[src/design/iiq_cfg.svh]
// Queue depth must be a power of two of at least 2; XLEN and PC width are fixed at 32 for RV32I
`ifndef IIQ_CFG_SVH
`define IIQ_CFG_SVH

// Number of queue slots
`define IIQ_DEPTH 4

`define XLEN 32

// Fetch PC width
`define PC_WIDTH 32

`endif

[src/design/rv_isa_pkg.sv]
// RV32I base opcodes only; immediate helpers assume a 32-bit word and XLEN of 32
`default_nettype none

`include "iiq_cfg.svh"

package rv_isa_pkg;

    typedef logic [31:0] instr_t;
    typedef logic [`XLEN-1:0] xlen_t;

    typedef enum logic [3:0] {
        cls_lui,
        cls_auipc,
        cls_jal,
        cls_jalr,
        cls_branch,
        cls_load,
        cls_store,
        cls_op_imm,
        cls_op,
        cls_illegal
    } op_class_t;

    // Major opcodes in bits 6:0
    localparam logic [6:0] opc_lui    = 7'b0110111;
    localparam logic [6:0] opc_auipc  = 7'b0010111;
    localparam logic [6:0] opc_jal    = 7'b1101111;
    localparam logic [6:0] opc_jalr   = 7'b1100111;
    localparam logic [6:0] opc_branch = 7'b1100011;
    localparam logic [6:0] opc_load   = 7'b0000011;
    localparam logic [6:0] opc_store  = 7'b0100011;
    localparam logic [6:0] opc_op_imm = 7'b0010011;
    localparam logic [6:0] opc_op     = 7'b0110011;

    // Everything here can be rebuilt from the instruction word
    typedef struct packed {
        op_class_t   op_class;
        logic [4:0]  rd;
        logic [4:0]  rs1;
        logic [4:0]  rs2;
        xlen_t       imm;       // Sign-extended per format
        logic        writes_rd;
        logic        illegal;
    } static_ctrl_t;

    function automatic xlen_t imm_i(instr_t w);
        return {{20{w[31]}}, w[31:20]};
    endfunction

    function automatic xlen_t imm_s(instr_t w);
        return {{20{w[31]}}, w[31:25], w[11:7]};
    endfunction

    function automatic xlen_t imm_b(instr_t w);
        return {{19{w[31]}}, w[31], w[7], w[30:25], w[11:8], 1'b0};
    endfunction

    function automatic xlen_t imm_u(instr_t w);
        return {w[31:12], 12'b0};
    endfunction

    function automatic xlen_t imm_j(instr_t w);
        return {{11{w[31]}}, w[31], w[19:12], w[20], w[30:21], 1'b0};
    endfunction

endpackage

`default_nettype wire

[src/design/iiq_entry_pkg.sv]
// Entry layout holds only fields that cannot be re-derived from the word; depends on rv_isa_pkg
`default_nettype none

`include "iiq_cfg.svh"

package iiq_entry_pkg;

    // Per-instruction state known only at fetch time
    typedef struct packed {
        logic [`PC_WIDTH-1:0] pc;
        logic                 pred_taken;
        logic                 fetch_fault;  // Still decoded normally downstream
    } dyn_ctrl_t;

    // What one queue slot actually stores
    typedef struct packed {
        rv_isa_pkg::instr_t instr;
        dyn_ctrl_t          dyn;
    } iiq_entry_t;

endpackage

`default_nettype wire

[src/design/iiq_fifo.sv]
// In-order dual-port queue; depth must be a power of two, lane 1 only moves together with lane 0
`timescale 1ns/1ps
`default_nettype none

`include "iiq_cfg.svh"

module iiq_fifo
    import iiq_entry_pkg::*;
(
    input  logic       core_clk,
    input  logic       reset,
    input  logic       flush,
    input  logic [1:0] w_valid,
    output logic [1:0] w_ready,
    input  iiq_entry_t w_entry0,
    input  iiq_entry_t w_entry1,
    output logic [1:0] r_valid,
    input  logic [1:0] r_ready,
    output iiq_entry_t r_entry0,
    output iiq_entry_t r_entry1
);

    localparam int ptr_w = $clog2(`IIQ_DEPTH);
    localparam int cnt_w = $clog2(`IIQ_DEPTH + 1);

    iiq_entry_t       mem [`IIQ_DEPTH];
    logic [ptr_w-1:0] head_q;
    logic [ptr_w-1:0] tail_q;
    logic [ptr_w-1:0] head_p1;
    logic [ptr_w-1:0] tail_p1;
    logic [cnt_w-1:0] count_q;
    logic             push0;
    logic             push1;
    logic             pop0;
    logic             pop1;
    logic [1:0]       n_push;
    logic [1:0]       n_pop;

    // Ready comes from the registered count only, so slots freed this cycle count next cycle
    assign w_ready[0] = (count_q <= cnt_w'(`IIQ_DEPTH - 1));
    assign w_ready[1] = (count_q <= cnt_w'(`IIQ_DEPTH - 2));
    assign r_valid[0] = (count_q != '0);
    assign r_valid[1] = (count_q >= cnt_w'(2));

    assign push0 = w_valid[0] & w_ready[0];
    assign push1 = push0 & w_valid[1] & w_ready[1];
    assign pop0  = r_valid[0] & r_ready[0];
    assign pop1  = pop0 & r_valid[1] & r_ready[1];    // Lane 1 alone pops nothing

    assign n_push = {1'b0, push0} + {1'b0, push1};
    assign n_pop  = {1'b0, pop0} + {1'b0, pop1};

    assign head_p1 = head_q + ptr_w'(1);
    assign tail_p1 = tail_q + ptr_w'(1);

    assign r_entry0 = mem[head_q];   // Oldest entry
    assign r_entry1 = mem[head_p1];

    always_ff @(posedge core_clk) begin
        if (reset || flush) begin
            head_q  <= '0;
            tail_q  <= '0;
            count_q <= '0;
        end else begin
            head_q  <= head_q + ptr_w'(n_pop);
            tail_q  <= tail_q + ptr_w'(n_push);
            count_q <= count_q + cnt_w'(n_push) - cnt_w'(n_pop);
        end
    end

    // A flushed write is harmless since the count is cleared
    always_ff @(posedge core_clk) begin
        if (push0) begin
            mem[tail_q] <= w_entry0;
        end
        if (push1) begin
            mem[tail_p1] <= w_entry1;
        end
    end

    a_count_max: assert property (@(posedge core_clk) disable iff (reset)
        count_q <= cnt_w'(`IIQ_DEPTH));

    // Growth is bounded by the lanes that were ready a cycle earlier
    a_accept_ready: assert property (@(posedge core_clk) disable iff (reset)
        count_q <= $past(count_q) + cnt_w'($past(w_ready[0])) + cnt_w'($past(w_ready[1])));

    a_lane_order: assert property (@(posedge core_clk) disable iff (reset)
        w_valid[1] |-> w_valid[0]);

endmodule

`default_nettype wire

[config.mk]
export PLATFORM = sky130hd
export DESIGN_NAME = iiq_fifo
export DESIGN_NICKNAME = d
export VERILOG_FILES = /design/src/design/rv_isa_pkg.sv /design/src/design/iiq_entry_pkg.sv /design/src/design/iiq_fifo.sv
export VERILOG_INCLUDE_DIRS = /design/src /design/src/design
export SDC_FILE = /design/constraint.sdc
export NUM_CORES = 1
export LEC_CHECK = 0
export ABC_CLOCK_PERIOD_IN_PS = 12200
export BUFFER_PORTS_ARGS = -buffer_cell sky130_fd_sc_hd__buf_2
export CAP_MARGIN = 5
export CORE_UTILIZATION = 40
export DETAILED_ROUTE_END_ITERATION = 6
export SYNTH_ARGS = -nofsm -noshare
export SYNTH_HDL_FRONTEND = slang
export SYNTH_SLANG_ARGS = --single-unit
[constraint.sdc]
create_clock -name core_clk -period 12.2 [get_ports core_clk]
set_input_delay 0.61 -clock core_clk [delete_from_list [all_inputs] [get_ports core_clk]]
set_output_delay 0.61 -clock core_clk [all_outputs]
set_load 0.02 [all_outputs]
* Yosys cells after proc, flatten, opt, wreduce, memory -nomap -nowiden *
Memories as Yosys holds them, arrays and structs flattened. A register that Yosys moved wholly into a read port is not among the register bits.
Index checks and enable logic that the tools add are counted.

operators by class
  bitwise gates (word level) = 6
  shifts and indexed selects = 0
  divide/modulo/power cells = 0
  magnitude comparators = 3
  equal/unequal tests = 0
  $mul = 0
  reductions and logical operators = 2
  $add $sub $neg = 8
  muxes and demuxes = 5

operators by type and width
  operator               number
  $and A1 B1 Y1          6
  $le A3 B2 Y1 const B   2
  $add A1 B1 Y2          2
  $add A2 B1 Y2 const B  2
  $add A2 B2 Y2          2
  $mux W1                4
  $add A3 B2 Y3          1
  $ge A3 B2 Y1 const B   1
  $reduce_bool A3 Y1     1
  $sub A3 B2 Y3          1
  $mux W2                1
  $logic_or A1 B1 Y1     1

storage, ports and cells
  input port bits = 139
  register bits = 7
  bits in read-only memories = 0
  bits in writable memories = 264
  output and inout port bits = 136
  memories kept = 1
  latch bits = 0
  logic and storage cells = 28

memories
  name  words  bits a word  read ports  clocked after memory_dff  wr ports  RTL line        RTL
  mem   4      66           2           1                         2         iiq_fifo.sv:26  iiq_entry_t mem [`IIQ_DEPTH];

* Logic depth before layout (Yosys ltp) *
  depth after elaboration = 7
  gate-level depth with buffers = 12
  depth with buffers taken out = 11

* Least setup slack after synthesis *
No wires, ideal clock.

  kind = input port to flip-flop
  start = input port w_valid[0]
  end = memory mem[0][0] in the netlist's numbering, enable pin
  buffers on the path = 0
  required time = 11.619 ns
  stages = 2
  library setup time = 0.581 ns
  path slack = 5.982 ns
  arrival = 5.637 ns
  cell sequence = or3b_1 -> o21ai_0

RTL lines
  element             RTL line        RTL
  start: declaration  iiq_fifo.sv:13  input logic [1:0] w_valid,
  end: declaration    iiq_fifo.sv:26

==> results.md <==
- Status: completed
- Routed vias: 8,464
- Minimum clock period after layout: 3797 ps
- Asr flop ratio synth: 0%
- Core area: 35,910 sq um
- CTS Buf Count: 30
- Leak: 0.006044 uW
- First-pass GRT wire length: 53,150 um
- Int Pwr: 2134 uW
- Area share of the largest cell type after synthesis: 53.82%
- Routed WL per cell: 23.20 um
- Final period util: 31.13%
- Adder and majority gate portion of the synthesized area: 0.7814%
- Resized Gates After CTS: 0
- Gate power share: 30.1%
- Power Total: 3093 uW
- Post-synthesis xor/xnor area fraction: 0.3567%
- Skew-Pair Late Insertion Delay: 550 ps
- Vias per inst: 5.561
- DIE AREA: 37,600 sq um
- Worst Path Required: 11,590 ps
- Total grt overflow: 0
- Post-route ant nets: 0
- PwrDens: 176.7 nW/um^2
- Max IR drop VDD: 143.2 uV
- Port Buffer Count: 274
- Pre-antenna DRT Iters: 5
- Largest net degree at the start of global routing: 69
- Sw power: 958.4 uW
- Layout cells sized above 1: 66.79%
- # hold bufs at CTS: 0
- H-tree level count: 1
- Sum of negative setup slack: 0 ps
- Vias in the first global route: 8,751
- Critical path origin: head_q[1]
- Reg power frac: 40.6%
- RSZ-0062 raised after global routing: no
- Initial DRC count: 484
- Setup WS pre-CTS: 8884 ps
- Max-capacitance violation count: 0
- Detailed placement HPWL: 21,870 um
- Post-Syn Instances: 774
- Seq/Total Area, Yosys: 54.77%
- Combinational family with the most area after synthesis: multiplexers
- Final WS setup: 8403 ps
- Leading post-synthesis cells by cell area: edfxtp_1, mux4_2, mux2_2, mux2_1, buf_2
- DRC: 0
- Total track usage: 18.43%
- Primary FF master, synth: edfxtp_1
- Slew @ Worst Pin: 1073 ps
- Hold Fails Final Rpt: 0
- CP max FO: 68
- Floorplan die height: 193.9 um
- Gp weighted congestion: 0.7320
- Post-route insts no fill: 1,522
- Hold Crit Class: in2reg
- Max Slew Vio Count: 0
- Synth Register Bits: 271
- Simple-Gate Fraction of Synth Area: 0.9258%
- Clock sinks: 271
- Ports: 275
- Site Rows: 69
- CTS tree: done
- Root Driver: clkbuf_16
- Post-synthesis mux area share: 40.36%
- Final nets: 1,182
- Critical path launch point type: flop
- Post-synthesis average cell area: 19.03 sq um
- Sw Share: 30.99%
- Initial core utilization: 41.02%
- Die width: 193.9 um
- Rel. slew slack: 28.49%
- Max Freq: 263.3 MHz
- Util after Layout: 48.74%
- Arr. time, crit path: 3190 ps
- Clock power share: 29.4%
- Synth Area in Compound Gates: 0.3567%
- Min-delay src: reset
- Yosys warns: 0
- Final wirelength: 35,320 um
- Post-synth top area cell: edfxtp_1
- Unique masters post-synth: 36
- Worst setup EP type: output pin
- Initial antenna violation count: 6
- # setup viols final: 0
- Syn Nets: 921
- Clock Path Buffers: 3
- Number of synthesized flops with an enable pin: 264
- Mapped cell area: 14,730 sq um
- R2R Path Start: count_q[2]
- Area growth from synthesis to layout: 18.84%
- Crit path kind: reg2out
- Placed cell count: 1,464
- Post-CTS Setup Bufs: 0
- Worst Skew: 16.63 ps
- Clock-pin transition on the worst setup and hold timing paths: 60 ps
[path summary, 6_finish.rpt]
check                 endpoint  slack [ps]  depth (start not counted)
setup / recovery  r_entry0[65]        8400                          3
hold / removal       head_q[1]         260                          2
setup reg to reg    mem[1][40]        9210                          5
hold reg to reg     count_q[2]         660                          2
[worst max-delay path, stage by stage, from the launching register on]
cell and delay [ps]:
dfxtp_4 930, buf_4 820, mux4_2 590, buf_2 180
[kinds of logic (layout without fill, tap and decap cells)]
kind of cell / after synthesis / in the layout
muxes: 396 / 396
DFF: 271 / 271
adders and majority gates: 8 / 8
and+or+nand+nor: 21 / 21
xor gates and xnor gates: 6 / 6
other: 0 / 4
AOI/OAI and AO/OA: 7 / 7
buffers and inverters: 65 / 348
[layout by cell type, fill, tap and decap left out, types with 2 or more instances in the layout]
cell type,Yosys,routed
ha_1,6,6
xnor2_1,4,4
dfxtp_4,0,2
edfxtp_1,264,264
fa_1,2,2
xor2_1,2,2
nor3_4,0,2
inv_1,5,5
clkinv_2,0,3
and2_1,6,6
clkbuf_16,0,31
buf_2,33,274
mux2_2,235,235
clkinv_1,0,7
diode_2,0,4
clkbuf_1,8,8
nor3_1,3,3
mux2_1,29,29
bufinv_16,0,4
dfxtp_1,7,5
buf_4,3,15
mux4_2,132,132
[synth_stat cells, drive strengths merged (2+ instances only)]
library cell	count
and2	6
fa	2
xnor2	4
inv	5
buf	52
mux2	264
xor2	2
nor3	5
edfxtp	264
mux4	132
clkbuf	8
dfxtp	7
ha	6
[stage by stage]
step	hold WS (ps)	instance area [sq um]
5_1_grt	255.2	17510
2_1_floorplan	549.2	14730
6_report	264.1	17510
3_5_place_dp	637.6	16520
4_1_cts	238.3	17500
3_3_place_gp	644.7	16520
[flip-flops by register name, indices dropped and copies added (netlist names)]
name / flops
tail_q: 2
mem: 264
count_q: 3
head_q: 2
[power groups by stage]
stage	Combinational, uW	Sequential (uW)	Clock [uW]
5_1_grt	990	1270	963
2_1_floorplan	676	1250	0
3_3_place_gp	940	1270	0
6_report	930	1250	908
3_5_place_dp	944	1280	0
4_1_cts	952	1260	934
[metal layers]
layer / vias up / track usage [%] / wire (um) / share of wire (%)
met5: - / 0 / 13 / 0.037
met4: 2 / 4.086 / 589 / 1.7
met3: 44 / 3.688 / 2050 / 5.8
met2: 221 / 31.61 / 17860 / 51
met1: 4392 / 24.19 / 14810 / 42
li1: 3805 / - / - / -
[layout make-up]
| type | count | area, sq um |
|---|---|---|
| Antenna cell | 4 | 10.01 |
| Clock buffer | 39 | 805.8 |
| Clock inverter | 15 | 170.2 |
| Fill cell | 3133 | 18410 |
| Inverter | 5 | 18.77 |
| Multi-Input combinational cell | 438 | 6365 |
| Sequential cell | 271 | 8075 |
| Tap cell | 461 | 576.8 |
| Timing Repair Buffer | 289 | 1484 |
Note: power is estimated with default switching activity, not from simulation.
